$ cat config.mk
export PLATFORM = sky130hd
export DESIGN_NAME = baud_tick_gen
export DESIGN_NICKNAME = d
export VERILOG_FILES = /design/src/rtl/loader_pkg.sv /design/src/rtl/baud_tick_gen.sv
export SDC_FILE = /design/constraint.sdc
export NUM_CORES = 1
export LEC_CHECK = 0
export ABC_CLOCK_PERIOD_IN_PS = 1400
export BUFFER_PORTS_ARGS = -buffer_cell sky130_fd_sc_hd__buf_2
export CAP_MARGIN = 20
export CORE_AREA = 5 5 42 44
export DETAILED_ROUTE_END_ITERATION = 6
export DIE_AREA = 0 0 47 49
export GPL_TIMING_DRIVEN = 0
export SETUP_SLACK_MARGIN = 0.5
export SLEW_MARGIN = 20
export SYNTH_ARGS = -nofsm -noshare
export SYNTH_HDL_FRONTEND = slang
export SYNTH_SLANG_ARGS = --single-unit
$ cat constraint.sdc
create_clock -name clock -period 1.4 [get_ports clock]
set_clock_uncertainty 0.1 [all_clocks]
set_input_delay 0.07 -clock clock [delete_from_list [all_inputs] [get_ports clock]]
set_output_delay 0.07 -clock clock [all_outputs]
set_load 0.02 [all_outputs]
$ cat src/rtl/loader_pkg.sv
package loader_pkg;

    // byte and word geometry
    localparam int BYTE_W         = 8;
    localparam int WORD_W         = 32;
    localparam int BYTES_PER_WORD = 4;

    // instruction memory and pc
    localparam int IMEM_DEPTH = 128;
    localparam int ADDR_W     = 7;

    // register file index width
    localparam int REG_ADDR_W = 5;

    // width of the loaded word counter
    localparam int COUNT_W = 16;

    // baud timing, 16x oversampling
    localparam int CLKS_PER_TICK = 163;
    localparam int TICKS_PER_BIT = 16;

    // transmitter FSM
    typedef enum logic [1:0] {
        TX_IDLE,
        TX_START,
        TX_DATA,
        TX_STOP
    } tx_state_t;

    // receiver FSM
    typedef enum logic [1:0] {
        RX_IDLE,
        RX_START,
        RX_DATA,
        RX_STOP
    } rx_state_t;

endpackage
$ cat src/rtl/baud_tick_gen.sv
`timescale 1ns/1ps

module baud_tick_gen (
    input  logic clock,
    input  logic rst_i,
    output logic tick_o
);
    import loader_pkg::*;

    // free running divider, one tick per wrap
    logic [$clog2(CLKS_PER_TICK)-1:0] clk_cnt;

    always_ff @(posedge clock) begin
        if (rst_i) begin
            clk_cnt <= '0;
            tick_o  <= 1'b0;
        end else begin
            // tick is registered, lands one clock after the wrap
            if (clk_cnt == CLKS_PER_TICK - 1) begin
                clk_cnt <= '0;
                tick_o  <= 1'b1;
            end else begin
                clk_cnt <= clk_cnt + 1'b1;
                tick_o  <= 1'b0;
            end
        end
    end

endmodule

### Word-level counts from Yosys, hierarchy flattened

Cells that the tools add are included.

* add/sub/neg operators: 1
* eq/ne operators: 1
* muxes and demuxes: 1
* reductions and logical operators: 1

Operators with widths (count)
* $add 8x1->8 const B: 1
* $eq 8x8->1 const B: 1
* $reduce_or 2->1: 1
* $mux 1: 1

* flip-flop bits (word level): 9
* input port bits: 2
* output and inout bits: 1
* word-level logic and storage cells: 6

### Longest topological paths before layout

* depth in word-level cells: 2
* mapped depth: 5
* mapped depth without buffers: 5

### Worst setup path after synthesis

OpenSTA, ideal clock, no wires.

* path type: flip-flop to flip-flop
* start: reg clk_cnt[0]
* end: reg clk_cnt[2]
* arrival: 1.111 ns
* required time: 1.183 ns
* setup slack: 0.073 ns
* stages on the path, launching flop included: 6
* buffers on the path: 0
* clock period less this slack: 1.327 ns
* cell sequence: dfxtp_1 -> inv_1 -> ha_1 -> nor4bb_1 -> a21o_2 -> nor2_1

* word-level cells in the longest chain between the ends: 2
* elaborated cells on any way between the ends: 3

RTL lines
* start: declaration: line baud_tick_gen.sv:11 `logic [$clog2(CLKS_PER_TICK)-1:0] clk_cnt;`
* start signal: assignment: line baud_tick_gen.sv:23 `clk_cnt <= clk_cnt + 1'b1;`
* parallel branches: the longest is 2 deep, another holds $add 8x1->8

Parallel ways; which one is timed is not known.
A chain may end at the register's enable or synchronous reset.

### Worst setup path after layout

Same ends and word-level chain as after synthesis.

==> qor.yml <==
synth:
  ys_seq_area_share_pct: 47.4
  synthesis.area_sq_um: 380
  synth-main-ff-cell: "dfxtp_1"
  async_reset_ff_share_pct: 0
  netlist_instances: 41
  ys_types: 16
  ys.warnings.count: 0
  syn_area_per_cell_sq_um: 9.28
  synth_nets: 45
  synth_edf_count: 0
  synth-seq-cells: 9
final_layout:
  multi_input_area_sq_um: 245
  final.fill_count: 145
  syn2layout_area_growth_pct: 38.5
  final_cell_mix: "5 x nor2_1, 4 x nand3_1, 4 x dfxtp_1"
  layout-drive-gt1-share_pct: 40.8
  fin_nets: 54
  n_antenna_cell: 0
  fin_util_pct: 37.6
  mostFrequentLayoutCell: "nor2_1"
  area.sequential_sq_um: 191
timing:
  fmax_mhz: 787
  fin_crit_sh_pct: 90.8
  slew_headroom_pct: 81.0
  finalMaxSlewViolations: 0
  worstMarginPinSlew_ns: 0.284
  rsz0062_at_grt: "true"
  fin_tns_setup_ns: 0
  hold_violations: 0
  post-route-min-period_ns: 1.27
  setup_viol: 0
critical_path:
  reg2reg_depth: 5
  cp-start-kind: "register"
  crit_chain: "inv_4, ha_4, nor4bb_4, a21o_4, nor2_1"
  path_delay_family: "flip-flops"
  worstPathRequired_ns: 1.46
  crit_arrival_ns: 1.33
  crit_type: "register to register"
  cp.depth: 5
  cp_max_fo: 8
  endpoint_kind: "register"
  slowest_stage: "dfxtp_4"
  cp_num_buf_inv: 1
  critical_path.max_stage_delay_ns: 0.37
placement:
  gp_congestion: 0.720
  portBuffers: 2
  post-dp-hpwl_um: 480
grt:
  grt_pass1_wl_um: 1190
  grt_overflow: 0
  first_global_vias: 286
  grt_max_degree: 9
  grt.total_usage_pct: 7.20
  antenna_found_initial: 0
drt:
  wire_per_inst_um: 10.6
  drcViolationCount: 0
  wl_met3_um: 18
  viasPerCell: 4.69
  maxUsedRoutingLayer: "met4"
  met1_length_um: 301
  num_vias: 305
  postRouteAntennaNets: 0
  drtIter0Drc: 4
  postRouteWirelength_um: 686
  drt_pass1_iterations: 4
  met2_length_um: 354
die:
  fp-row-count: 14
  die_y_um: 49
  io_pins: 3
  start_util_pct: 27.1
  dieArea_sq_um: 2300
  dieWidth_um: 47
  design.core.area_sq_um: 1400
clock_tree:
  cts_root_buf: "clkbuf_4"
  cts_max_level: 1
  max-clock-path-buffers: 2
  insertion_delay_ns: 0.26
  cts_tree: "built"
  cts_inserted_buffers: 3
  clkSlewWorstSetupHoldPaths_ns: 0.06
  cts_sinks: 9
min_path:
  min_path_cells: 3
  hp-class: "input pin to register"
status:
  outcome: "finished, final reports clean"
run:
  drv_cap: 0
power_and_ir_drop:
  p_leak_uw: 0.000178
  power_density_nw_per_um2: 992
  ir_drop_mv: 0.598
-- registers in the layout (all words and copies together) (netlist names) --
name / flops
clk_cnt: 8
tick_o: 1
-- cells by family (layout without fill, tap and decap cells) --
| kind of cell | after synthesis | count (layout) | synth area share [%] |
|---|---|---|---|
| AO/OA/AOI/OAI | 7 | 7 | 11.2 |
| XOR/XNOR | 3 | 3 | 6.91 |
| adder cells (fa/ha/maj) | 2 | 2 | 6.58 |
| buffers and inverters | 2 | 10 | 1.97 |
| flip-flops | 9 | 9 | 47.4 |
| AND/OR/NAND/NOR | 18 | 18 | 26.0 |
-- cell usage after synthesis (all sizes together), types with 2 or more instances --
| master | number | area, sq um |
|---|---|---|
| xor2 | 2 | 17.5 |
| nor2 | 6 | 22.5 |
| o21ai | 3 | 15.0 |
| ha | 2 | 25.0 |
| nand3 | 4 | 20.0 |
| a21oi | 3 | 18.8 |
| dfxtp | 9 | 180 |
| inv | 2 | 7.51 |
| or3 | 3 | 18.8 |
| nand2 | 2 | 7.51 |
-- routing by layer --
| layer | up-vias | GRT usage (%) |
|---|---|---|
| li1 | 158 | - |
| met1 | 138 | 8.65 |
| met2 | 6 | 11.5 |
| met3 | 3 | 2.21 |
| met4 | 0 | 2.76 |
| met5 | - | 0 |
-- power by group --
group / internal [uW] / total [uW] / switching, uW
Sequential: 264 / 280 / 15.7
Combinational: 20.9 / 36.3 / 15.4
Clock: 110 / 206 / 96.4
Total: 395 / 523 / 127
-- what timing repair did --
action | CTS | global route
pin swaps | 3 | 2
gates resized for setup | 8 | 4
hold buffers | 1 | 0
endpoints found under the setup margin | 9 | 10
hold endpoints to repair | 1 | 0
buffers inserted | 1 | 0
-- final cells by class --
cell class / instances / area share, %
multi-input cells: 30 / 46.6
flip-flops and latches: 9 / 36.3
repair buffers: 4 / 6.41
clock buffers: 4 / 4.99
well taps: 16 / 3.80
inverters: 2 / 1.90
-- worst register-to-register path, cell delays in order (launching register included) --
cell and delay, ns:
dfxtp_4 0.37, inv_4 0.06, ha_4 0.11, nor4bb_4 0.25
a21o_4 0.23, nor2_1 0.06
-- stage by stage --
stage / area, sq um / std cells / worst slack, ns / total power, uW / hold slack (ns)
after detailed placement: 434 / 59 / 0.0688 / 307 / 0.150
after floorplan: 404 / 41 / 0.189 / 299 / 0.0416
after global placement: 434 / 59 / 0.115 / 306 / 0.143
after CTS: 515 / 65 / 0.125 / 523 / 0.0134
final: 527 / 65 / 0.129 / 523 / 0.0229
after global routing: 527 / 65 / 0.0653 / 546 / 0.0265
-- worst paths after layout --
path / start / end / slack (ns)
max: clk_cnt[0] / clk_cnt[2] / 0.13
min: rst_i / clk_cnt[7] / 0.02
max reg2reg: clk_cnt[0] / clk_cnt[2] / 0.13
min reg2reg: clk_cnt[0] / clk_cnt[0] / 0.37
Power figures use the tool's default switching activity.
