### src/rtl/loader_pkg.sv
package loader_pkg;

    // byte and word geometry
    localparam int BYTE_W         = 8;
    localparam int WORD_W         = 32;
    localparam int BYTES_PER_WORD = 4;

    // instruction memory and pc
    localparam int IMEM_DEPTH = 128;
    localparam int ADDR_W     = 7;

    // register file index width
    localparam int REG_ADDR_W = 5;

    // width of the loaded word counter
    localparam int COUNT_W = 16;

    // baud timing, 16x oversampling
    localparam int CLKS_PER_TICK = 163;
    localparam int TICKS_PER_BIT = 16;

    // transmitter FSM
    typedef enum logic [1:0] {
        TX_IDLE,
        TX_START,
        TX_DATA,
        TX_STOP
    } tx_state_t;

    // receiver FSM
    typedef enum logic [1:0] {
        RX_IDLE,
        RX_START,
        RX_DATA,
        RX_STOP
    } rx_state_t;

endpackage
### src/rtl/imem_port_if.sv
`timescale 1ns/1ps

interface imem_port_if;
    import loader_pkg::*;

    // write side, owned by the loader
    logic              wr_en;
    logic [ADDR_W-1:0] wr_addr;
    logic [WORD_W-1:0] wr_data;

    // read side, address from fetch, data from memory
    logic              rd_en;
    logic [ADDR_W-1:0] rd_addr;
    logic [WORD_W-1:0] rd_data;

    modport loader (output wr_en, output wr_addr, output wr_data);
    modport fetch  (output rd_en, output rd_addr, input rd_data);
    modport memory (input wr_en, input wr_addr, input wr_data,
                    input rd_en, input rd_addr, output rd_data);

endinterface

### src/rtl/instr_mem.sv
`timescale 1ns/1ps

module instr_mem (
    input  logic         clock,
    imem_port_if.memory  mem
);
    import loader_pkg::*;

    // program storage, filled only by the loader
    logic [WORD_W-1:0] mem_array [IMEM_DEPTH];
    logic [WORD_W-1:0] rd_q;

    // write port
    always_ff @(posedge clock) begin
        if (mem.wr_en) begin
            mem_array[mem.wr_addr] <= mem.wr_data;
        end
    end

    // registered read, holds its word until the next rd_en
    always_ff @(posedge clock) begin
        if (mem.rd_en) begin
            rd_q <= mem_array[mem.rd_addr];
        end
    end

    assign mem.rd_data = rd_q;

endmodule

### src/flat_wrapper.sv
// flat-port wrapper written by rule: the top's interface ports become plain ports
module instr_mem_flat import loader_pkg::*;
  (clock, mem_wr_en, mem_wr_addr, mem_wr_data, mem_rd_en, mem_rd_addr, mem_rd_data);
  imem_port_if mem_i ();
  input  logic clock;
  input wire logic [$bits(mem_i.wr_en)-1:0] mem_wr_en;
  input wire logic [$bits(mem_i.wr_addr)-1:0] mem_wr_addr;
  input wire logic [$bits(mem_i.wr_data)-1:0] mem_wr_data;
  input wire logic [$bits(mem_i.rd_en)-1:0] mem_rd_en;
  input wire logic [$bits(mem_i.rd_addr)-1:0] mem_rd_addr;
  output wire logic [$bits(mem_i.rd_data)-1:0] mem_rd_data;
  assign mem_i.wr_en = mem_wr_en;
  assign mem_i.wr_addr = mem_wr_addr;
  assign mem_i.wr_data = mem_wr_data;
  assign mem_i.rd_en = mem_rd_en;
  assign mem_i.rd_addr = mem_rd_addr;
  assign mem_rd_data = mem_i.rd_data;
  instr_mem u_core (.clock(clock), .mem(mem_i));
endmodule
### config.mk
export PLATFORM = sky130hd
export DESIGN_NAME = instr_mem_flat
export DESIGN_NICKNAME = d
export VERILOG_FILES = /design/src/rtl/loader_pkg.sv /design/src/rtl/imem_port_if.sv /design/src/rtl/instr_mem.sv /design/src/flat_wrapper.sv
export SDC_FILE = /design/constraint.sdc
export NUM_CORES = 2
export LEC_CHECK = 0
export BUFFER_PORTS_ARGS = -buffer_cell sky130_fd_sc_hd__buf_4
export CORE_MARGIN = 8
export CORE_UTILIZATION = 35
export DETAILED_ROUTE_END_ITERATION = 12
export GPL_ROUTABILITY_DRIVEN = 0
export PLACE_DENSITY = 0.54
export SYNTH_ARGS = -nofsm -noshare
export SYNTH_HDL_FRONTEND = slang
export SYNTH_SLANG_ARGS = --single-unit
### constraint.sdc
create_clock -name clock -period 4.27 [get_ports clock]
set_clock_uncertainty 0.05 [all_clocks]
set_input_delay 0.6405 -clock clock [delete_from_list [all_inputs] [get_ports clock]]
set_output_delay 0.6405 -clock clock [all_outputs]
set_load 0.02 [all_outputs]
# Word-level counts from Yosys, hierarchy flattened
# Memory sizes are Yosys's and may differ from the RTL's. A register that Yosys moved wholly into a read port is not among the register bits.
# Cells that the tools add are included.
[word_totals]
reg_bits = 0
latch_bits = 0
mem_bits_rw = 4096
romBits = 0
in_bits = 49
wordCells = 3
n_memories = 1
[classes]
n_addsub = 0
mul = 0
div = 0
n_lt_le_gt_ge = 0
eq_ne = 0
shifts = 0
mux = 2
bitwise_logic = 0
n_reduce_logical = 0
[mem_list]
columns = ["memory", "depth", "word_bits", "rd", "rd_clocked_by_memory_dff", "write_ports", "line_no", "text"]
rows = [
  ["u_core.mem_array", 128, 32, 1, 1, 1, "instr_mem.sv:10", "logic [WORD_W-1:0] mem_array [IMEM_DEPTH];"],
]
[ops]
columns = ["operator", "n"]
rows = [
  ["two-way mux 1 bit", 2],
]

# Logic depth before layout (Yosys ltp)
[logic_depth]
ltp_word = 2
depth_mapped = 8

# Least setup slack after synthesis
# OpenSTA, ideal clock, no wires.
[synth_timing]
path_kind = "in2reg"
from = "in mem_wr_en"
to = "mem u_core.mem_array[98][0] (enable)"
setup_time_ns = 0.461
t_arrival_ns = 3.418
required_time_ns = 3.759
slack_ns = 0.341
stages = 3
n_path_buf = 1
cell_sequence = "clkbuf_1 nand4_1 nor3_1"
[synth_between]
elab_chain_cells = 2
[synth_rtl]
columns = ["element", "line_no", "text"]
rows = [
  ["start, declared", "flat_wrapper.sv:6", "input wire logic [$bits(mem_i.wr_en)-1:0] mem_wr_en;"],
  ["two-way mux 1 bit", "instr_mem.sv:15", "if (mem.wr_en) begin"],
  ["two-way mux 1 bit (implied by the code)", "instr_mem.sv:16", "mem_array[mem.wr_addr] <= mem.wr_data;"],
  ["end, declared", "instr_mem.sv:10", ""],
]
# No other way between the ends.

==> impl_results.md <==
- Layout cells sized above 1: 0.372
- Clk_lat worst skew: 980 ps
- Net Sw Frac: 0.216
- Synth unique cells: 16
- Die Y: 685 um
- Initial core utilization: 0.352
- Final setup vio count: 0
- Initial antenna violation count: 77
- Clock Path Buffers: 4
- Clock transition at path regs: 60 ps
- Pin count of the biggest net entering global routing: 117
- Worst setup margin: 1030 ps
- CTS tree: yes
- CP Max Fanout: 39
- Minimum clock period: 3240 ps
- IO Port Bufs: 80
- CTS buffer count: 413
- Top cells by area, synth: edfxtp_1 79%, mux4_2 19%, clkbuf_1 0.44%
- Total core area: 445000 sq um
- Area leader, netlist: edfxtp_1
- Worst-Margin Slew: 1230 ps
- Seq pwr share: 0.526
- Unrepaired setup endpoints after global routing: false
- CTS Root Cell: clkbuf_16
- Nets: 6637
- Max VDD drop: 0.339 mV
- DIE AREA: 469000 sq um
- Vias: 72246
- Int Power: 66.9 mW
- IO Pins: 81
- Mean Syn Cell Area: 26.1 sq um
- WP data required: 4900 ps
- Worst Hold Class: in -> reg
- Total track usage: 0.191
- Net count after synthesis: 6039
- Post-route ant nets: 0
- Yosys Warn Count: 0
- Synthesized area: 157000 sq um
- First-pass GRT wire length: 623 mm
- Switching power: 18.4 mW
- Pleak: 55.5 nW
- Vias in the first global route: 72926
- Final-report hold violation count: 0
- Setup TNS: 0 ps
- Iteration-0 DRC Markers: 10008
- Final wirelength: 460 mm
- Hpwl dp: 257 mm
- Share of Yosys cell area claimed by the top area cell type: 0.792
- Crit path launch type: input port
- Die Width: 685 um
- GRT overflow: 0
- #FFs+latches synth: 4128
- DP Worst Slack: 96.4 ps
- Rows: 245
- Kind of critical path: in -> reg
- Status: completed
- Max-cap violations: 0
- Area growth syn-to-layout: 16.6%
- Total power per unit cell area: 467 nW/um^2
- Routed len/inst: 35.7 um
- Clk pwr share: 0.419
- Comb pwr share: 0.055
- Sink Count: 4128
- Tcrit/Tclk final: 0.760
- Drt drc: 0
- Setup crit end kind: flip-flop
- Fmax: 0.308 GHz
- Syn Inst Count: 5990
- H-Tree Depth: 5
- Crit path DAT: 3880 ps
- DR vias/cell: 5.61
- Sequential share of the synthesized area: 0.792
- DR pass1 iterations: 5
- Slew headroom: 0.178
- Final Max Slew Viols: 0
worst max-delay path, cell delays in order:
cell,delay (ps)
buf_8,350
buf_12,260
buf_12,300
buf_4,250
mux4_2,310
mux4_2,620
mux4_2,650
mux2_2,330
worst paths after layout:
path	from	endpoint	slack (ps)	cells past startpoint
max	mem_rd_addr[2]	u_core.mem.rd_data[11]	1030	8
min	mem_wr_data[16]	u_core.mem_array[107][16]	110	1
min reg2reg	u_core.mem_array[83][21]	u_core.mem.rd_data[21]	1190	4
max reg2reg	u_core.mem_array[127][29]	u_core.mem.rd_data[29]	1350	4
cells in the mapped netlist:
cell type,number
nand4_1,3
edfxtp_1,4128
mux4_2,1344
nor2b_1,7
nand2b_1,2
buf_6,2
nand2_1,14
or3_1,1
nand3_1,12
nor2_1,122
buf_2,79
nor3_1,9
buf_4,3
clkbuf_1,182
buf_1,50
mux2_2,32
power by group through the flow:
stage	clock [mW]	sequential, mW	combinational [mW]
global route	37.8	44.9	4.86
finish	35.7	44.9	4.70
detailed placement	0	45.8	4.76
CTS	36.3	44.9	4.77
floorplan	0	45.7	2.16
global placement	0	45.8	4.69
final cells by class:
cell class	count	area (sq um)
Fill cell	37990	263000
Sequential cell	4128	124000
Multi-Input combinational cell	1546	32300
Clock buffer	513	10800
Tap cell	5928	7420
Timing Repair Buffer	499	5710
Clock inverter	228	2370
Antenna cell	31	77.6
placed cells by master (no fill, tap or decap), drive strengths merged, types with 2 or more instances in the layout:
cell / n
clkbuf: 513
dlygate4sd3: 2
nand2: 14
inv: 10
nor2: 122
bufinv: 38
nand4: 3
nand3: 12
edfxtp: 4128
mux2: 32
buf: 497
nor2b: 7
clkinvlp: 17
diode: 31
nand2b: 2
nor3: 9
mux4: 1344
clkinv: 163
what timing repair did:
action | CTS | global route
hold endpoints to repair | 16 | 0
setup buffers | 0 | 0
hold buffers | 2 | 0
gates resized for setup | 0 | 0
per-layer routing:
| layer | vias to the layer above | track usage | routed length [um] |
|---|---|---|---|
| met4 | 24 | 0.0564 | 14200 |
| met3 | 585 | 0.0298 | 33700 |
| met2 | 3205 | 0.320 | 228000 |
| li1 | 27718 | - | - |
| met5 | - | 0 | 158 |
| met1 | 40714 | 0.259 | 184000 |
through the flow:
stage	instance area (sq um)	power (mW)	hold slack, ps	utilization	instances
final	183000	85.4	112	0.410	12873
after global routing	183000	87.5	77.1	0.410	12858
after CTS	183000	86.0	32.1	0.410	12842
after detailed placement	169000	50.6	902	0.380	12099
after global placement	169000	50.5	886	0.380	12099
after floorplan	157000	47.9	689	-	5990
registers in the layout, summed over array words and instances (netlist names):
register            cells
u_core.mem_array     4096
u_core.mem.rd_data     32
logic make-up (layout without fill, tap and decap cells):
logic type	Yosys count	count (layout)	share of synthesized area
other	0	31	0
AND/OR/NAND/NOR	170	170	0.00445
flip-flops	4128	4128	0.792
multiplexers	1376	1376	0.196
buffers and inverters	316	1240	0.00837
No activity file was read; power rests on OpenSTA's default activity.
