===== src/rtl/loader_pkg.sv =====
package loader_pkg;

    // byte and word geometry
    localparam int BYTE_W         = 8;
    localparam int WORD_W         = 32;
    localparam int BYTES_PER_WORD = 4;

    // instruction memory and pc
    localparam int IMEM_DEPTH = 128;
    localparam int ADDR_W     = 7;

    // register file index width
    localparam int REG_ADDR_W = 5;

    // width of the loaded word counter
    localparam int COUNT_W = 16;

    // baud timing, 16x oversampling
    localparam int CLKS_PER_TICK = 163;
    localparam int TICKS_PER_BIT = 16;

    // transmitter FSM
    typedef enum logic [1:0] {
        TX_IDLE,
        TX_START,
        TX_DATA,
        TX_STOP
    } tx_state_t;

    // receiver FSM
    typedef enum logic [1:0] {
        RX_IDLE,
        RX_START,
        RX_DATA,
        RX_STOP
    } rx_state_t;

endpackage

===== src/rtl/reg_file.sv =====
`timescale 1ns/1ps

module reg_file (
    input  logic                              clock,
    input  logic                              rst_i,
    input  logic                              wr_en_i,
    input  logic [loader_pkg::REG_ADDR_W-1:0] wr_addr_i,
    input  logic [loader_pkg::WORD_W-1:0]     wr_data_i,
    input  logic [loader_pkg::WORD_W-1:0]     instr_i,
    output logic [loader_pkg::WORD_W-1:0]     data_ra_o,
    output logic [loader_pkg::WORD_W-1:0]     data_rb_o
);
    import loader_pkg::*;

    logic [WORD_W-1:0]     regs [2**REG_ADDR_W];
    logic [REG_ADDR_W-1:0] ra;
    logic [REG_ADDR_W-1:0] rb;

    // rs and rt fields of the instruction
    assign ra = instr_i[25:21];
    assign rb = instr_i[20:16];

    always_ff @(posedge clock) begin
        if (rst_i) begin
            for (int i = 0; i < 2**REG_ADDR_W; i++) begin
                regs[i] <= '0;
            end
        end else if (wr_en_i && (wr_addr_i != '0)) begin
            // index zero is never written
            regs[wr_addr_i] <= wr_data_i;
        end
    end

    // combinational reads, $zero forced
    assign data_ra_o = (ra == '0) ? '0 : regs[ra];
    assign data_rb_o = (rb == '0) ? '0 : regs[rb];

endmodule


===== config.mk =====
export PLATFORM = sky130hd
export DESIGN_NAME = reg_file
export DESIGN_NICKNAME = d
export VERILOG_FILES = /design/src/rtl/loader_pkg.sv /design/src/rtl/reg_file.sv
export SDC_FILE = /design/constraint.sdc
export NUM_CORES = 2
export LEC_CHECK = 0
export BUFFER_PORTS_ARGS = -buffer_cell sky130_fd_sc_hd__buf_2
export CORE_UTILIZATION = 57
export CTS_CLUSTER_SIZE = 14
export DETAILED_ROUTE_END_ITERATION = 10
export PLACE_DENSITY = 0.87
export SLEW_MARGIN = 40
export SYNTH_ARGS = -nofsm -noshare
export SYNTH_HDL_FRONTEND = slang
export SYNTH_SLANG_ARGS = --single-unit

===== constraint.sdc =====
create_clock -name clock -period 2.2 [get_ports clock]
set_clock_uncertainty 0.1 [all_clocks]
set_input_delay 0.11 -clock clock [delete_from_list [all_inputs] [get_ports clock]]
set_output_delay 0.11 -clock clock [all_outputs]
set_load 0.005 [all_outputs]

; Word-level counts from Yosys, hierarchy flattened
; Memories as Yosys holds them, arrays and structs flattened.
; Cells that the tools add are included.
[word_totals]
reg_bits = 0
ramBits = 1024
mem_count = 1
wordCells = 16
[mem_list]
columns = name, depth, width, read_ports, rd_ports_with_merged_regs, write_ports, line_no
row1 = regs, 32, 32, 2, 0, 32, reg_file.sv:15  ; logic [WORD_W-1:0] regs [2**REG_ADDR_W];
[classes]
mux = 10
reduce_logical = 5
[op_table]
columns = op, count
row1 = $mux 32, 3
row2 = $reduce_or 32->1, 1
row3 = $logic_not 5->1, 2
row4 = $mux 1, 6
row5 = $mux 5, 1
row6 = $reduce_bool 5->1, 1
row7 = $logic_and 1x1->1, 1

; Depth between registers and ports, before layout
[logic_depth]
word_depth = 7
mapped_depth = 9
ltp_nobuf = 4

; Worst setup path after synthesis
; Ideal clock, no wire load.
[synth_path]
path_type = input-to-reg
from = input port wr_addr_i[1] (netlist bit)
to = memory regs[12][0] (enable)
required_ps = 1725
arrival_ps = 1656
path_stages = 4
setup_ps = 375
setup_slack_ps = 69
path_cell_list = or4b_2 clkbuf_1 nor2_1 or2_2
[synth_lines]
columns = element, line_no
row1 = from (decl), reg_file.sv:7  ; input logic [loader_pkg::REG_ADDR_W-1:0] wr_addr_i,
row2 = to (decl), reg_file.sv:15

==> metrics.log <==
[metrics] # H-tree levels: 3
[metrics] kind of start point of the critical path: register
[metrics] Post-Route Setup TNS: -38.12 ns
[metrics] share of synthesized cell area in full adder, half adder and majority cells: 0%
[metrics] count of vias placed by the detailed router: 40040
[metrics] buffer type at the clock tree root: clkbuf_16
[metrics] global-route wire length before repair: 277300 µm
[metrics] maximum clock frequency: 325.7 MHz
[metrics] simple-gate share of the synthesized area: a little over an eighth
[metrics] CTS buffer count: around 100
[metrics] clock tree from TritonCTS: built
[metrics] ranking of synthesized cells by area: edfxtp_1 57%, mux4_2 20%, and2_1 11%, mux2i_1 2.8%, clkbuf_1 1.9%
[metrics] # IOs: 136
[metrics] Worst path max stage delay: 0.50 ns
[metrics] max reg flops: 1024
[metrics] Hold Path Cell Cnt: 2
[metrics] combinational family with the most area after synthesis: multiplexers
[metrics] detailed-placement wirelength estimate: 114900 µm
[metrics] largest net degree at the start of global routing: 64
[metrics] most frequent cells after synthesis: 1024 x edfxtp_1, 995 x and2_1, 472 x mux4_2, 271 x clkbuf_1, 150 x mux2i_1
[metrics] WP buf/inv: 2
[metrics] xor/xnor cell area share of the yosys netlist: 0%
[metrics] largest registers: regs (1024)
[metrics] antenna violations before repair: 11
[metrics] Min Clock Period, post-route: 3.070 ns
[metrics] share of synthesized area spent on multiplexers: 22.98%
[metrics] PnR worst setup slack: -0.8701 ns
[metrics] Hold Fails Final Rpt: 0
[metrics] most frequent cell after synthesis: edfxtp_1
[metrics] standard cell core area: 0.09375 mm²
[metrics] Cell Rows: 112
[metrics] port bufs: roughly 110
[metrics] detailed-route vias per instance: about 7.6
[metrics] Horiz. Die Dim: slightly above 300 µm
[metrics] result of the run: complete, but fails checks
[metrics] number of nets in the final layout: 3967
[metrics] data arrival time at the worst-slack endpoint: 2.86 ns
[metrics] violated checks: setup timing
[metrics] Main synth FF type: edfxtp_1
[metrics] slowest cell on the critical path: a2111oi_4
[metrics] RSZ-0062 raised after global routing: true
[metrics] top fanout value on the critical path: 2
[metrics] synthesis-to-layout area growth: 21.32%
[metrics] synthesized netlist cell count: roughly 3500
[metrics] overall overflow remaining after global route: 0
[metrics] last weighted congestion value of the routability-driven placer: between 0.9 and 1
[metrics] DIE AREA: between 0.09 and 0.1 mm²
[metrics] effective utilization at floorplan: 57.87%
[metrics] area share of the leading cell type in the synthesized netlist: between 50% and 60%
[metrics] total routed wirelength: 199500 µm
[metrics] DRT antenna net count: 0
[metrics] fraction of layout instances using a drive strength above 1: around two fifths
[metrics] synthesized flop and latch total: 1024
[metrics] number of DRC markers after the initial detailed-route iteration: between 8000 and 9000
[metrics] routed wire length per instance: around 38 µm
[metrics] Critical Setup Path Class: register to output pin
[metrics] mean instance size in the synthesized netlist: 15.49 µm²
[metrics] die height: 310.5 µm
[metrics] final clock period utilization by the worst path: 139.5%
[metrics] static leakage power: between 20 and 25 nW
[metrics] CP Capture Type: output pin
[metrics] largest register by flop count: regs
[metrics] end of the worst hold path: regs[0][8]
[metrics] Tot GR Track Use: 40.23%
[metrics] total power: approximately 0.049 W
[metrics] total of fill cells in the finished design: around 5200
[metrics] via count of the first global-routing pass: 40010
[metrics] Maximum Capacitance Violations: 0
[metrics] number of setup violations in the final report: 64
[metrics] number of flops mapped to enable cells by yosys: 1024
[metrics] Yosys warning count: 0
[metrics] register clock-pin slew on the reported worst setup and hold paths: 0.06 ns
[metrics] category of cells accounting for the largest share of critical-path delay: compound AO/OA/AOI/OAI gates
[metrics] cell type with the highest aggregate area in the netlist: edfxtp_1
[metrics] maximum vdd drop: 0.0006722 V
[metrics] Synth cell types: 42
[metrics] beginning of the worst hold path: rst_i
[metrics] Sinks on Clock Net: 1024
[metrics] cell breakdown of the critical path: buf_4, mux4_2, a22o_4, a2111oi_4, nor3_2, buf_2
[metrics] sequential fraction of the synthesis area: 56.68%
[metrics] post-synth design cell area: 0.05425 mm²
[metrics] share of flip-flops with an asynchronous set or reset after synthesis: 0%
[metrics] Initial DRT Pass Iterations: 9
[metrics] max-slew violation count: 0
[metrics] Bufs on Longest Clock Path: 3
[metrics] Power Dens Cells: 739.3 mW/mm²
[metrics] complex-gate fraction of the synthesized area: 3.651%
[metrics] type of the tightest min-delay check: input pin to register
[metrics] transition time at the pin with the least slew margin: 0.7803 ns
[metrics] worst max-slew margin expressed relative to the limit: 47.79%
[metrics] data required time of the critical path: 1.99 ns
[metrics] DRC errors left: 0
## area by class of cell
class	instances	area (µm²)	area share [%]
diodes	21	52.55	0.07984
well taps	1254	1569	2.384
flip-flops and latches	1024	30750	46.72
clock inverters	63	606.8	0.9219
inverters	2	7.507	0.01141
multi-input cells	2120	24020	36.50
repair buffers	646	6132	9.316
clock buffers	125	2681	4.074
## metrics by stage
stage	instances	hold WS [ns]	instance area [µm²]	util [%]	setup WS, ns
after floorplan	3533	0.2082	54370	-	0.06933
after global placement	4951	0.6215	59520	63.49	-0.5255
after detailed placement	4951	0.6336	59540	63.51	-0.5283
after CTS	5213	0.01034	65070	69.41	-0.6642
after global routing	5238	0.02694	65780	70.16	-0.8518
final	5255	0.03189	65820	70.21	-0.8701
## cell families (layout without fill, tap and decap cells)
family                 count (synthesis)  after routing
AO/OA/AOI/OAI                        259            259
buffers and inverters                389            836
flip-flops                          1024           1024
multiplexers                         652            652
other                                  1             53
AND/OR/NAND/NOR                     1177           1177
## routing by layer
metal / track usage (%) / up-vias / part of all wire [%]
met5: 0 / - / 0.044
li1: - / 14390 / -
met2: 60.02 / 4962 / 44
met1: 47.83 / 19250 / 29
met4: 29.03 / 12 / 10
met3: 15.55 / 1433 / 17
## repair_timing
| item | in CTS | in global routing |
|---|---|---|
| endpoints found under the hold margin | 892 | 0 |
| setup endpoints to repair | 64 | 64 |
| hold buffers | 32 | 0 |
| resized for setup | 257 | 84 |
| buffers inserted | 57 | 27 |
| pin swaps | 128 | 45 |
## cell usage in the layout, fill, tap and decap left out, types with 5 or more instances in the layout
cell	n
buf_4	376
diode_2	21
nor3_4	23
a2111oi_2	6
clkbuf_1	21
a22oi_1	16
edfxtp_1	1024
nand3_1	5
mux4_2	472
a2111oi_4	48
nand2_1	7
mux2_2	29
nand2b_1	5
o22ai_4	17
clkinv_1	18
nor3_2	31
nand3b_1	5
nor2b_1	7
or2_2	33
o22ai_1	75
a22o_4	18
buf_12	109
a21oi_1	10
bufinv_16	11
dlygate4sd3_1	32
nor2b_4	7
nor2_2	27
nor2_4	5
buf_2	105
and2_1	994
conb_1	32
buf_6	21
clkinv_2	25
o22ai_2	11
a22o_1	32
clkbuf_16	104
mux2i_1	144
## worst max-delay path by stage
| stage | startpoint | to | slack [ns] | depth (start not counted) |
|---|---|---|---|---|
| after CTS | regs[20][14] | data_ra_o[14] | -0.66 | 6 |
| after detailed placement | instr_i[16] | data_rb_o[31] | -0.53 | 8 |
| after floorplan | wr_addr_i[1] | regs[12][0] | 0.07 | 4 |
| final | regs[30][23] | data_rb_o[23] | -0.87 | 6 |
| after global routing | regs[30][23] | data_rb_o[23] | -0.85 | 6 |
| after global placement | instr_i[16] | data_rb_o[30] | -0.53 | 7 |
## where the power goes
part	leakage [nW]	switching (W)	internal (W)
clock network	1.62	0.00794	0.00995
logic	12.0	0.00410	0.00340
registers	9.75	0.000730	0.0225
total	23.4	0.0128	0.0359
Power figures use the tool's default switching activity.
