$ cat src/rtl/loader_pkg.sv
package loader_pkg;

    // byte and word geometry
    localparam int BYTE_W         = 8;
    localparam int WORD_W         = 32;
    localparam int BYTES_PER_WORD = 4;

    // instruction memory and pc
    localparam int IMEM_DEPTH = 128;
    localparam int ADDR_W     = 7;

    // register file index width
    localparam int REG_ADDR_W = 5;

    // width of the loaded word counter
    localparam int COUNT_W = 16;

    // baud timing, 16x oversampling
    localparam int CLKS_PER_TICK = 163;
    localparam int TICKS_PER_BIT = 16;

    // transmitter FSM
    typedef enum logic [1:0] {
        TX_IDLE,
        TX_START,
        TX_DATA,
        TX_STOP
    } tx_state_t;

    // receiver FSM
    typedef enum logic [1:0] {
        RX_IDLE,
        RX_START,
        RX_DATA,
        RX_STOP
    } rx_state_t;

endpackage
$ cat src/rtl/uart_rx.sv
`timescale 1ns/1ps

module uart_rx (
    input  logic                          clock,
    input  logic                          rst_i,
    input  logic                          tick_i,
    input  logic                          rx_serial_i,
    output logic [loader_pkg::BYTE_W-1:0] rx_data_o,
    output logic                          rx_done_o
);
    import loader_pkg::*;

    rx_state_t                        state;
    logic [$clog2(TICKS_PER_BIT)-1:0] tick_cnt;
    logic [$clog2(BYTE_W)-1:0]        bit_cnt;
    logic [BYTE_W-1:0]                data_q;
    logic                             serial_q;
    logic                             mid_start;
    logic                             mid_bit;

    // half a bit into the start bit
    assign mid_start = tick_i && (tick_cnt == TICKS_PER_BIT / 2 - 1);
    // one full bit later, centre of the next bit
    assign mid_bit   = tick_i && (tick_cnt == TICKS_PER_BIT - 1);

    assign rx_data_o = data_q;

    always_ff @(posedge clock) begin
        if (rst_i) begin
            state     <= RX_IDLE;
            tick_cnt  <= '0;
            bit_cnt   <= '0;
            serial_q  <= 1'b1;
            rx_done_o <= 1'b0;
        end else begin
            // line registered once before use
            serial_q  <= rx_serial_i;
            rx_done_o <= 1'b0;
            if (tick_i) begin
                tick_cnt <= tick_cnt + 1'b1;
            end
            case (state)
                RX_IDLE: begin
                    // falling edge on the line
                    if (!serial_q) begin
                        tick_cnt <= '0;
                        state    <= RX_START;
                    end
                end
                RX_START: begin
                    if (mid_start) begin
                        tick_cnt <= '0;
                        bit_cnt  <= '0;
                        // glitch, not a real start bit
                        state    <= serial_q ? RX_IDLE : RX_DATA;
                    end
                end
                RX_DATA: begin
                    if (mid_bit) begin
                        bit_cnt <= bit_cnt + 1'b1;
                        if (bit_cnt == BYTE_W - 1) begin
                            state <= RX_STOP;
                        end
                    end
                end
                default: begin
                    // stop bit centre, byte handed on
                    if (mid_bit) begin
                        rx_done_o <= 1'b1;
                        state     <= RX_IDLE;
                    end
                end
            endcase
        end
    end

    // sampled bits enter at the msb, first bit ends at bit 0
    always_ff @(posedge clock) begin
        if (state == RX_DATA && mid_bit) begin
            data_q <= {serial_q, data_q[BYTE_W-1:1]};
        end
    end

endmodule

$ cat config.mk
export PLATFORM = sky130hd
export DESIGN_NAME = uart_rx
export DESIGN_NICKNAME = d
export VERILOG_FILES = /design/src/rtl/loader_pkg.sv /design/src/rtl/uart_rx.sv
export SDC_FILE = /design/constraint.sdc
export NUM_CORES = 1
export LEC_CHECK = 0
export BUFFER_PORTS_ARGS = -buffer_cell sky130_fd_sc_hd__buf_2
export CAP_MARGIN = 0
export CORE_UTILIZATION = 56
export CTS_CLUSTER_SIZE = 25
export DETAILED_ROUTE_END_ITERATION = 12
export PLACE_DENSITY = 0.79
export SLEW_MARGIN = 0
export SYNTH_ARGS = -nofsm -noshare
export SYNTH_HDL_FRONTEND = slang
export SYNTH_SLANG_ARGS = --single-unit
export TNS_END_PERCENT = 100
$ cat constraint.sdc
create_clock -name clock -period 3.7 [get_ports clock]
set_input_delay 0.185 -clock clock [delete_from_list [all_inputs] [get_ports clock]]
set_output_delay 0.185 -clock clock [all_outputs]
set_load 0.1 [all_outputs]
* Word level (Yosys, flattened, before mapping)
Index checks and enable logic that the tools add are counted.
** Word-level totals
- Register bits :: 19
- Bits of input ports :: 4
- Output and inout bits :: 9
- Word-level logic and storage cells :: 41
** Cells by class
- $add $sub $neg :: 2
- Eq/ne operators :: 9
- Muxes and demuxes :: 15
- Reductions and logical operators :: 9
** Operator list (count)
- 2-bit 2-to-1 mux :: 6
- 4-bit 2-to-1 mux :: 3
- 2-bit != test (second input constant) :: 4
- 4-bit case mux with 2 select lines :: 1
- 3-bit 2-to-1 mux :: 2
- 2-bit case mux with 3 select lines :: 1
- 3-bit case mux with 2 select lines :: 1
- 5-bit AND reduction :: 1
- 4-bit by 1-bit adder with 4-bit output (second input constant) :: 1
- 4-bit by 3-bit equality test with 1-bit output (second input constant) :: 1
- 4-bit equality test (second input constant) :: 1
- 4-bit OR reduction :: 1
- 3-bit by 1-bit adder with 3-bit output (second input constant) :: 1
- 3-bit equality test (second input constant) :: 1
- 1-bit logical AND :: 3
- 3-bit AND reduction :: 1
- 3-bit nonzero test :: 1
- 2-bit by 1-bit equality test with 1-bit output (second input constant) :: 1
- 2-bit equality test (second input constant) :: 1
- 2-bit zero test :: 1
- 2-bit nonzero test :: 1
- 1-bit 2-to-1 mux :: 1

* Depth between registers and ports, before layout
- Word-level depth :: 4
- Gate-level depth with buffers :: 5
- Mapped depth without buffers :: 5

* Least setup slack after synthesis
Ideal clock, no wire load.
- Kind :: register to register
- Start point :: reg tick_cnt[0]
- End point :: reg data_q[0] (netlist: rx_data_o[0]), enable pin
- Setup time :: 0.370 ns
- Arrival time :: 1.082 ns
- Data required time :: 3.330 ns
- Slack :: 2.247 ns
- Stages on the path, launching flop included :: 4
- Buffers on the path :: 0
- Period minus slack after synthesis :: 1.453 ns
- Cell sequence :: dfxtp_1 ha_1 nand4_1 nor2_1
** Between the ends
- Cells in the longest elaborated chain, start to end :: 3
** Ends and longest elaborated chain
- from (decl) :: line uart_rx.sv:14 : logic [$clog2(TICKS_PER_BIT)-1:0] tick_cnt;
- from (signal assigned) :: line uart_rx.sv:40 : tick_cnt <= tick_cnt + 1'b1;
- 4-bit equality test :: line uart_rx.sv:24 : assign mid_bit = tick_i && (tick_cnt == TICKS_PER_BIT - 1);
- 1-bit logical AND :: line uart_rx.sv:24
- 1-bit logical AND :: line uart_rx.sv:79 : if (state == RX_DATA && mid_bit) begin
- to (signal assigned) :: line uart_rx.sv:80 : data_q <= {serial_q, data_q[BYTE_W-1:1]};
- to (decl) :: line uart_rx.sv:16 : logic [BYTE_W-1:0] data_q;
No other way between the ends.
A chain may end at the register's enable or synchronous reset.

* Worst setup path in the final report
- Start point :: reg tick_cnt[0]
- End point :: reg data_q[5] (netlist: rx_data_o[5]), enable pin
Same word-level chain as after synthesis.

==> summary.md <==
| Metric | Value |
|---|---|
| Later-pin clock latency in the skew report | `290 ps` |
| Routed vias/inst | `between 5 and 6` |
| Total global-route track usage | `0.206` |
| HPWL reported at the end of detailed placement | `980 microns` |
| Library cell occupying the most area in the post-synthesis netlist | `sky130_fd_sc_hd__edfxtp_1` |
| Post-layout min period | `1680 ps` |
| IO Pins | `13` |
| PwrDens | `approximately 410 mW/mm^2` |
| Final setup viols | `0` |
| Highest achievable clock rate | `~590 MHz` |
| Slack of the critical path | `around 2000 ps` |
| Resized cells post-CTS | `0` |
| Launching element of the worst setup path | `tick_cnt[0]` |
| Hold-fix buffers, CTS | `0` |
| Summed negative setup slack over all endpoints | `0 ps` |
| Clk root buf | `sky130_fd_sc_hd__clkbuf_4` |
| CP arrival | `1620 ps` |
| Die boundary height | `39.8 microns` |
| Max-slew headroom at the worst pin | `0.580` |
| Primary flip-flop cell chosen by synthesis mapping | `sky130_fd_sc_hd__dfxtp_1` |
| Final worst-path cycle share | `0.455` |
| Reported net switching power | `0.0000832 W` |
| Synthesis-to-finish area growth | `11.5%` |
| Number of flops mapped to enable cells by yosys | `8` |
| Filler Cell Count | `~110` |
| Portion of total power attributed to sequential cells | `0.631` |
| Number of unique standard cell types used by synthesis | `30` |
| Worst Clk Skew | `between 5 and 6 ps` |
| First-pass GRT wire length | `2050 microns` |
| Total Routed Length | `1280 microns` |
| Via count of the routed design | `540` |
| Library cell with the highest instance count after synthesis | `sky130_fd_sc_hd__dfxtp_1` |
| Standard-cell rows | `13` |
| Area share of the largest cell type after synthesis | `0.300` |
| Detail-routed net length per standard cell | `~13 microns` |
| Sequential fraction of the synthesis area | `0.574` |
| Simple logic cell fraction of the synthesized area | `0.200` |
| Port Buffer Count | `12` |
| DRT iter0 DRCs | `3` |
| Number of maximum-capacitance violations | `0` |
| Hold/Removal Path Class | `input port to register` |
| Leading post-synthesis cells by cell area | `sky130_fd_sc_hd__edfxtp_1, sky130_fd_sc_hd__dfxtp_1, sky130_fd_sc_hd__mux2i_1, sky130_fd_sc_hd__ha_1, sky130_fd_sc_hd__nor2_1` |
| Clock sink count | `19` |
| H-tree depth reported by CTS | `1` |
| CTS tree | `built` |
| Antenna diode count | `0` |
| Instance area at placement | `868 sq um` |
| CTS Buf Count | `3` |
| Post-synthesis net count | `76` |
| Weighted congestion reported at the end of routability-driven placement | `0.713` |
| Launch instance of the worst min-delay path | `rx_serial_i` |
| Number of antenna violations at the first check in global routing | `0` |
| Total internal power | `0.000281 W` |
| Parity-gate share of the synthesized area counting xor and xnor cells | `0.0328` |
| Proportion of total power due to net switching | `0.228` |
| Number of nets at the end of the flow | `90` |
| Maximum number of pins on one net before global-route repair | `13` |
| Total standard cell area after synthesis | `802 sq um` |
| Count of synthesis-stage warnings from yosys | `0` |
| Setup repair after global routing missed its margin | `no` |
| Share of synthesized registers carrying an async set or reset | `0` |
| Combinational family with the most area after synthesis | `simple AND/OR/NAND/NOR gates` |
| Start of the worst register-to-register path | `tick_cnt[0]` |
| Adder-cell share of the synthesized area | `0.0468` |
| Run status | `completed` |
| Combinational power share | `0.094` |
| Cells after synthesis | `69` |
| Fraction of synthesized area in multiplexers | `0.0499` |
| Count of buffers added by post-CTS timing repair for setup | `0` |
| Horizontal die dimension | `39.8 microns` |
| Post-route DRC | `0` |
| Critical-path maximum fanout | `8` |
| Clock Tree Buf Depth | `2` |
| Worst-case hold slack | `73.6 ps` |
| Post-synth top cells | `sky130_fd_sc_hd__dfxtp_1, sky130_fd_sc_hd__edfxtp_1, sky130_fd_sc_hd__nor2_1, sky130_fd_sc_hd__mux2i_1` |
| Setup WS pre-CTS | `~2000 ps` |
| Compound-Gate Fraction of Synth Area | `0.0718` |
| Final count of hold timing violations | `0` |
| Final Max Tran Viols | `0` |
| Clock transition at the registers of the reported paths | `about 100 ps` |
| Overall die area | `0.00159 sq mm` |
| Power share of the clock group | `0.275` |
| Transition time of the tightest slew-check pin | `628 ps` |
| Via count of the first global-routing pass | `496` |
| Worst vdd ir | `roughly 0.22 mV` |
| Startpoint types | `register` |
| Average instance area after synthesis | `11.6 sq um` |
| Area of the core region | `~0.0013 sq mm` |
| Critical path data required time | `~3600 ps` |
| Number of register bits inferred by synthesis | `19` |
| Worst setup path class | `register to register` |
| Lkg Pwr | `~0.36 nW` |
| Pre-antenna DRT Iters | `2` |
| Final Instance Area | `895 sq um` |
| Total congestion overflow | `0` |
| Fraction of final layout cells with drive strength greater than 1 | `0.232` |
| Element type at the critical path end | `register` |
| Initial Util | `0.609` |
| Antenna-violating nets left | `0` |
==> logic make-up after synthesis <==
family          after synthesis
fa+ha+maj                     3
simple gates                 28
compound gates                7
mux                           4
xor+xnor                      3
buf+inv                       5
flops                        19
==> cell type report <==
cell class              count  area (sq um)  area share
repair buffers             12          60.1      0.0671
flip-flops and latches     19           460       0.515
well taps                  15          18.8      0.0210
inverters                   2          7.51     0.00839
multi-input cells          45           322       0.359
clock buffers               4          26.3      0.0294
==> through the flow <==
step            util  instances  power [W]
2_1_floorplan      -         69   0.000261
3_3_place_gp   0.659         93   0.000266
3_5_place_dp   0.659         93   0.000269
4_1_cts        0.679         97   0.000366
5_1_grt        0.679         97   0.000382
6_report       0.679         97   0.000365
==> registers in the layout (all words and copies together) (netlist names) <==
name,flops
state,2
rx_data_o,8
bit_cnt,3
tick_cnt,4
rx_done_o,1
serial_q,1
==> path summary, 6_finish.rpt <==
kind,to,slack [ps],depth (start not counted)
worst max-delay path,rx_data_o[5],2020,3
worst min-delay path,serial_q,70,2
worst max register to register,rx_data_o[5],2020,3
worst min register to register,rx_data_o[7],440,0
==> cells in the final DEF (no fill, tap or decap), types with 2 or more instances in the layout <==
cell type / count
sky130_fd_sc_hd__nor2b_1: 2
sky130_fd_sc_hd__nand4_1: 2
sky130_fd_sc_hd__and3_1: 2
sky130_fd_sc_hd__or2_2: 2
sky130_fd_sc_hd__mux2i_1: 4
sky130_fd_sc_hd__nand2_1: 2
sky130_fd_sc_hd__edfxtp_1: 8
sky130_fd_sc_hd__and2_1: 3
sky130_fd_sc_hd__buf_2: 12
sky130_fd_sc_hd__dfxtp_1: 11
sky130_fd_sc_hd__xnor2_1: 2
sky130_fd_sc_hd__clkbuf_4: 3
sky130_fd_sc_hd__ha_1: 3
sky130_fd_sc_hd__inv_1: 2
sky130_fd_sc_hd__a21oi_1: 2
sky130_fd_sc_hd__nor2_1: 7
==> power groups by stage <==
stage          Clock, W  Sequential, W  Combinational (W)
2_1_floorplan         0       0.000232          0.0000288
3_3_place_gp          0       0.000234          0.0000322
3_5_place_dp          0       0.000235          0.0000337
4_1_cts        0.000102       0.000230          0.0000342
5_1_grt        0.000112       0.000231          0.0000389
6_report       0.000100       0.000230          0.0000343
==> worst max-delay path: stages (launching register included) <==
cell and delay [ps]:
sky130_fd_sc_hd__dfxtp_1 390, sky130_fd_sc_hd__ha_1 230, sky130_fd_sc_hd__nand4_1 170, sky130_fd_sc_hd__nor2_1 540
==> metal layers <==
metal,up-vias,global-route usage,part of all wire
met3,5,0.0682,0.037
met4,0,0.129,0.023
met5,-,0,0
li1,272,-,-
met2,13,0.340,0.49
met1,250,0.223,0.45
No activity file was read; power rests on OpenSTA's default activity.
