## src/rtl/loader_pkg.sv

```systemverilog
package loader_pkg;

    // byte and word geometry
    localparam int BYTE_W         = 8;
    localparam int WORD_W         = 32;
    localparam int BYTES_PER_WORD = 4;

    // instruction memory and pc
    localparam int IMEM_DEPTH = 128;
    localparam int ADDR_W     = 7;

    // register file index width
    localparam int REG_ADDR_W = 5;

    // width of the loaded word counter
    localparam int COUNT_W = 16;

    // baud timing, 16x oversampling
    localparam int CLKS_PER_TICK = 163;
    localparam int TICKS_PER_BIT = 16;

    // transmitter FSM
    typedef enum logic [1:0] {
        TX_IDLE,
        TX_START,
        TX_DATA,
        TX_STOP
    } tx_state_t;

    // receiver FSM
    typedef enum logic [1:0] {
        RX_IDLE,
        RX_START,
        RX_DATA,
        RX_STOP
    } rx_state_t;

endpackage
```

## src/rtl/uart_tx.sv

```systemverilog
`timescale 1ns/1ps

module uart_tx (
    input  logic                          clock,
    input  logic                          rst_i,
    input  logic                          tick_i,
    input  logic                          tx_start_i,
    input  logic [loader_pkg::BYTE_W-1:0] tx_data_i,
    output logic                          tx_serial_o,
    output logic                          tx_busy_o,
    output logic                          tx_done_o
);
    import loader_pkg::*;

    tx_state_t                        state;
    logic [$clog2(TICKS_PER_BIT)-1:0] tick_cnt;
    logic [$clog2(BYTE_W)-1:0]        bit_cnt;
    logic [BYTE_W-1:0]                shift_q;
    logic                             serial_q;
    logic                             bit_end;

    // last oversampling tick of the current bit
    assign bit_end = tick_i && (tick_cnt == TICKS_PER_BIT - 1);

    // start strobes only count while idle
    assign tx_busy_o   = (state != TX_IDLE);
    assign tx_serial_o = serial_q;

    always_ff @(posedge clock) begin
        if (rst_i) begin
            state     <= TX_IDLE;
            tick_cnt  <= '0;
            bit_cnt   <= '0;
            serial_q  <= 1'b1;
            tx_done_o <= 1'b0;
        end else begin
            tx_done_o <= 1'b0;
            if (tick_i) begin
                tick_cnt <= tick_cnt + 1'b1;
            end
            case (state)
                TX_IDLE: begin
                    serial_q <= 1'b1;
                    if (tx_start_i) begin
                        // start bit goes out right away
                        tick_cnt <= '0;
                        serial_q <= 1'b0;
                        state    <= TX_START;
                    end
                end
                TX_START: begin
                    if (bit_end) begin
                        bit_cnt  <= '0;
                        serial_q <= shift_q[0];
                        state    <= TX_DATA;
                    end
                end
                TX_DATA: begin
                    if (bit_end) begin
                        if (bit_cnt == BYTE_W - 1) begin
                            serial_q <= 1'b1;
                            state    <= TX_STOP;
                        end else begin
                            // next lsb after the shift below
                            serial_q <= shift_q[1];
                            bit_cnt  <= bit_cnt + 1'b1;
                        end
                    end
                end
                default: begin
                    // stop bit done, busy falls with the pulse
                    if (bit_end) begin
                        tx_done_o <= 1'b1;
                        state     <= TX_IDLE;
                    end
                end
            endcase
        end
    end

    // payload shifter, lsb first
    always_ff @(posedge clock) begin
        if (state == TX_IDLE && tx_start_i) begin
            shift_q <= tx_data_i;
        end else if (state == TX_DATA && bit_end) begin
            shift_q <= shift_q >> 1;
        end
    end

endmodule

```

## config.mk

```make
export PLATFORM = sky130hd
export DESIGN_NAME = uart_tx
export DESIGN_NICKNAME = d
export VERILOG_FILES = /design/src/rtl/loader_pkg.sv /design/src/rtl/uart_tx.sv
export SDC_FILE = /design/constraint.sdc
export NUM_CORES = 1
export LEC_CHECK = 0
export ABC_AREA = 0
export BUFFER_PORTS_ARGS = -buffer_cell sky130_fd_sc_hd__buf_2
export CORE_MARGIN = 2
export CORE_UTILIZATION = 54
export DETAILED_ROUTE_END_ITERATION = 8
export GPL_TIMING_DRIVEN = 0
export PLACE_DENSITY = 0.78
export SYNTH_ARGS = -nofsm -noshare
export SYNTH_HDL_FRONTEND = slang
export SYNTH_SLANG_ARGS = --single-unit
```

## constraint.sdc

```tcl
create_clock -name clock -period 2.2 [get_ports clock]
set_input_delay 0.44 -clock clock [delete_from_list [all_inputs] [get_ports clock]]
set_output_delay 0.44 -clock clock [all_outputs]
set_load 0.005 [all_outputs]
```

## Word level (Yosys, flattened, before mapping)

Index checks and enable logic that the tools add are counted.

| cells by class | value |
|---|---|
| add/subtract/negate cells | 2 |
| multiply operators | 0 |
| div/mod/pow operators | 0 |
| order comparisons | 0 |
| equality and inequality tests | 9 |
| shifts and indexed selects | 0 |
| mux-type cells | 21 |
| bitwise operators | 0 |
| reductions and logical operators | 13 |

Operators with widths:

| cell | count |
|---|---|
| two-way mux 8 bit | 2 |
| two-way mux 4 bit | 3 |
| two-way mux 2 bit | 5 |
| != test 2 bit, second input constant | 5 |
| two-way mux 3 bit | 3 |
| nonzero test 2 bit | 4 |
| case mux 2 bit (3 select lines) | 1 |
| case mux 3 bit (2 select lines) | 1 |
| two-way mux 1 bit | 5 |
| AND reduction 5 bit | 1 |
| adder 4 x 1 -> 4 bit, second input constant | 1 |
| == test 4 bit, second input constant | 1 |
| AND reduction 4 bit | 1 |
| OR reduction 4 bit | 1 |
| adder 3 x 1 -> 3 bit, second input constant | 1 |
| == test 3 bit, second input constant | 1 |
| logical AND 1 bit | 3 |
| case mux 1 bit (3 select lines) | 1 |
| AND reduction 3 bit | 1 |
| nonzero test 3 bit | 1 |
| == test 2 x 1 -> 1 bit, second input constant | 1 |
| == test 2 bit, second input constant | 1 |
| zero test 2 bit | 1 |

| word-level totals | value |
|---|---|
| bits in registers | 19 |
| latch bits | 0 |
| memory bits (writable) | 0 |
| memory bits (read-only) | 0 |
| input port bits | 12 |
| logic and storage cells | 51 |
| memories | 0 |

## Longest topological paths before layout

| depth | value |
|---|---|
| depth in word-level cells | 5 |
| depth in mapped cells | 6 |
| depth with buffers taken out | 6 |

## Worst setup path before layout

Ideal clock, no wire load.

| timing path | value |
|---|---|
| path type | register to register |
| start point | reg state[0] |
| end point | reg serial_q, in the netlist tx_serial_o |
| setup time | 122 ps |
| data arrival time | 1430 ps |
| setup slack | 648 ps |
| stages on the path, launching flop included | 7 |
| path buffers | 0 |
| period minus slack after synthesis | 1552 ps |
| cells stage by stage | dfxtp_1 > inv_1 > ha_1 > or2_1 > a21oi_2 > nor2b_1 > a311o_1 |

| between the ends | value |
|---|---|
| longest elaborated chain between the ends | 3 |
| elaborated cells between the ends (all ways) | 8 |
| those cells by class | 4 x eq/ne; 1 x mux; 3 x reduce/logical |

Ends and longest elaborated chain:

| item | RTL line | text |
|---|---|---|
| from (decl) | uart_tx.sv:15 | `tx_state_t state;` |
| from (signal assigned) | uart_tx.sv:31 | `state <= TX_IDLE;` |
| from (signal assigned) | uart_tx.sv:48 | `state <= TX_START;` |
| from (signal assigned) | uart_tx.sv:55 | `state <= TX_DATA;` |
| == test 2 x 1 -> 1 bit, or another cell as far along | uart_tx.sv:41 | `case (state)` |
| != test 2 bit (no source line) or nonzero test 3 bit (tied branches) | - |  |
| AND reduction 3 bit (no source line) | - |  |
| to (signal assigned) | uart_tx.sv:54 | `serial_q <= shift_q[0];` |
| to (signal assigned) | uart_tx.sv:65 | `serial_q <= shift_q[1];` |
| to (decl) | uart_tx.sv:19 | `logic serial_q;` |

Parallel ways exist; a longest one is shown, timed or not.
A chain may end at the register's enable or synchronous reset.

## Worst setup path in the final report

| timing path | value |
|---|---|
| start point | reg state[0] |
| end point | out tx_busy_o |

| between the ends | value |
|---|---|
| longest elaborated chain between the ends | 1 |

Ends and longest elaborated chain:

| item | RTL line | text |
|---|---|---|
| nonzero test 2 bit | uart_tx.sv:26 | `assign tx_busy_o = (state != TX_IDLE);` |
| to (decl) | uart_tx.sv:10 | `output logic tx_busy_o,` |

Every way passes these cells.

==> run summary <==
Area share of the largest cell type after synthesis - 25.3%
Syn Nets - 105
Starting Density - 56.3%
Placed Cells - 116
Mapped Cells - 86
Clk root buf - clkbuf_4
Hold Violations, Final - 0
Drt first-iter violations - 9
Largest family of logic cells by synthesized area - simple AND/OR/NAND/NOR gates
Net Switching - 406 uW
Slew Limit Fails - 0
Slew @ Worst Pin - 0.462 ns
Most frequent cells in the layout - buf_2, dfxtp_1, edfxtp_1
Clock network fraction of total power - 15.7%
Final worst path period share - 79.0%
Worst Hold Depth - 2
Max incr delay on CP - 0.39 ns
Startpoint type of the worst setup path - flip-flop
Post-synthesis cell type with the largest combined area - edfxtp_1
Slew headroom - 69.2%
Reg power frac - 45.0%
Clock buffer count from CTS - 3
Status - finished, final reports clean
Synth warn - 0
Final nets - 123
Worst Path Buf+Inv - 3
WHS - 0.427 ns
# Max-Cap Violations - 0
Multiplexer share of the synthesized area - 11.4%
Final wirelength - 1.73 mm
Seq cells post-synth - 19
Port buffer count - 13
Crit path kind - flip-flop to primary output
Initial antenna violation count - 0
R2r startpoint - state[1]$_SDFFE_PP0P_
Comb power frac - 39.3%
P&R area growth vs syn - 12.2%
Post-CTS Hold Fix Bufs - 0
Via count - 689
Top cells by area, synth - edfxtp_1, dfxtp_1, ha_1
Routed length per instance - 14.4 microns
Max FO, Critical Path - 7
Worst endpoint data arrival time - 1.30 ns
Most used cell, CP - inv_1
Reg2Reg Setup Slack - 0.49 ns
CTS tree - done
Routability cong. - 0.757
Clock sinks - 19
Die H - 46.0 microns
GRT overflow - 0
Final core utilization - 63.2%
Largest net degree at the start of global routing - 13
Worst hold path class - primary input to flip-flop
Synth cell types - 30
Post-synthesis cell area - 951 sq um
IO Count - 15
Post-synthesis xor/xnor area fraction - 2.76%
CTS resizes - 0
Compound-Gate Fraction of Synth Area - 8.82%
Post-DP HPWL - 1.28 mm
First-pass GRT wire length - 2.95 mm
Core area - 1690 sq um
Synth Area in Adders - 9.21%
Max Fclk - 575 MHz
H-tree depth - 1
Crit end category - primary output
DP Worst Slack - 0.503 ns
Pleak - 0.000445 uW
Setup ws final - 0.461 ns
Worst reg2reg endpoint - shift_q[1]$_DFFE_PP_
Syn Area/Cell - 11.1 sq um
Share of layout cells above drive strength 1 - 28.2%
Die area - 2110 sq um
Worst VDD drop - 634 uV
Part of the Yosys area used for sequential elements - 48.4%
CP cell instances - inv_1, ha_1, inv_1, buf_2
Commonest non-fill, non-tap cell in the layout - buf_2
Clk_skew - 0.00915 ns
First-pass iteration count of the detailed router - 4
Top delay family on crit path - flip-flops
Pint - 770 uW
Finished Layout Cells - 120
R2R cell count - 4
Final count of negative-setup-slack endpoints - 0
Routed Antenna Nets - 0
Clk Latency, worst-skew pair - 0.31 ns
Post-CTS Setup Bufs - 0
Critical path required time - 1.76 ns
ANT cells - 0
Max clock buf depth - 2
Clk slew on worst S/H paths - 0.12 ns
Gr usage total - 20.0%
Vias per cell - 5.74
Simple-Gate Fraction of Synth Area - 16.2%
RSZ-0062 raised after global routing - false
Slowest CP cell - dfxtp_1
Final Critical Period - 1.74 ns
Hold Startpoint - tx_data_i[4]
Sw Ratio - 34.5%
Final setup TNS - 0 ns
P per Cell Area - 1100 nW/um^2
DRC viols - 0
FP Rows - 15
Vias in the first global route - 689
Die width - 46.0 microns
Worst hold endpoint - shift_q[4]$_DFFE_PP_
-- worst reg2reg max path, stage by stage (launching register included) --
cell and delay [ns]:
dfxtp_1 0.36, inv_1 0.09, ha_1 0.31, nand2_1 0.28
nand2_1 0.37
-- through the flow --
step / total power (uW) / cell area, sq um
final: 1180 / 1070
after global routing: 1250 / 1070
after CTS: 1190 / 1070
after detailed placement: 995 / 1040
after global placement: 970 / 1040
after floorplan: 878 / 951
-- layer usage --
metal | GRT usage [%] | part of all wire [%] | up-vias | wire (microns)
met2 | 32.8 | 51 | 13 | 879
li1 | - | - | 347 | -
met1 | 25.6 | 45 | 324 | 769
met4 | 10.3 | 2.4 | 0 | 41
met5 | 0 | 0 | - | 0
met3 | 2.38 | 2.1 | 5 | 36
-- sequential cells by signal (all words and copies together), names as in the netlist --
| signal | count |
|---|---|
| tx_done_o | 1 |
| shift_q | 8 |
| tick_cnt | 4 |
| bit_cnt | 3 |
| tx_serial_o | 1 |
| state | 2 |
-- power by group through the flow --
stage | Clock (uW) | Sequential (uW) | Combinational (uW)
4_1_cts | 192 | 531 | 463
3_3_place_gp | 0 | 532 | 438
3_5_place_dp | 0 | 538 | 456
2_1_floorplan | 0 | 525 | 354
6_report | 185 | 529 | 463
5_1_grt | 203 | 540 | 509
-- layout make-up --
| class | instances | area [sq um] |
|---|---|---|
| clock inverters | 1 | 7.51 |
| fillers | 136 | 622 |
| well taps | 17 | 21.3 |
| flip-flops and latches | 19 | 460 |
| inverters | 5 | 18.8 |
| multi-input cells | 60 | 460 |
| clock buffers | 3 | 22.5 |
| repair buffers | 13 | 65.1 |
| plain buffers | 2 | 11.3 |
-- logic make-up (layout without fill, tap and decap cells) --
family / count (synthesis) / after routing
adder cells (fa/ha/maj): 7 / 7
flip-flops: 19 / 19
multiplexers: 10 / 10
AO/OA/AOI/OAI: 11 / 11
AND/OR/NAND/NOR: 29 / 29
XOR/XNOR: 3 / 3
buffers and inverters: 7 / 24
-- worst max-delay path by stage --
stage | from | to | slack, ns | cells past startpoint
6_report | state[0]$_SDFFE_PP0P_ | tx_busy_o | 0.46 | 4
3_3_place_gp | state[0]$_SDFFE_PP0P_ | tx_serial_o$_SDFFE_PP1P_ | 0.55 | 6
2_1_floorplan | state[0]$_SDFFE_PP0P_ | tx_serial_o$_SDFFE_PP1P_ | 0.65 | 6
5_1_grt | state[1]$_SDFFE_PP0P_ | shift_q[4]$_DFFE_PP_ | 0.35 | 4
4_1_cts | state[0]$_SDFFE_PP0P_ | tx_busy_o | 0.46 | 4
3_5_place_dp | state[0]$_SDFFE_PP0P_ | tx_serial_o$_SDFFE_PP1P_ | 0.50 | 6
-- synthesized netlist by cell type, drive strengths merged --
master,n
ha,7
a21oi,4
nand3,1
nor2,2
a311o,1
and3,1
mux2i,3
edfxtp,8
xor2,2
and2,1
mux2,7
nand2,8
nand2b,3
clkbuf,1
nor3,7
nand4,2
a221oi,1
nor4,1
inv,5
nor2b,1
a22o,2
o21ai,2
dfxtp,11
and4,1
o21a,1
buf,1
xnor2,1
or2,1
Power figures use the tool's default switching activity.
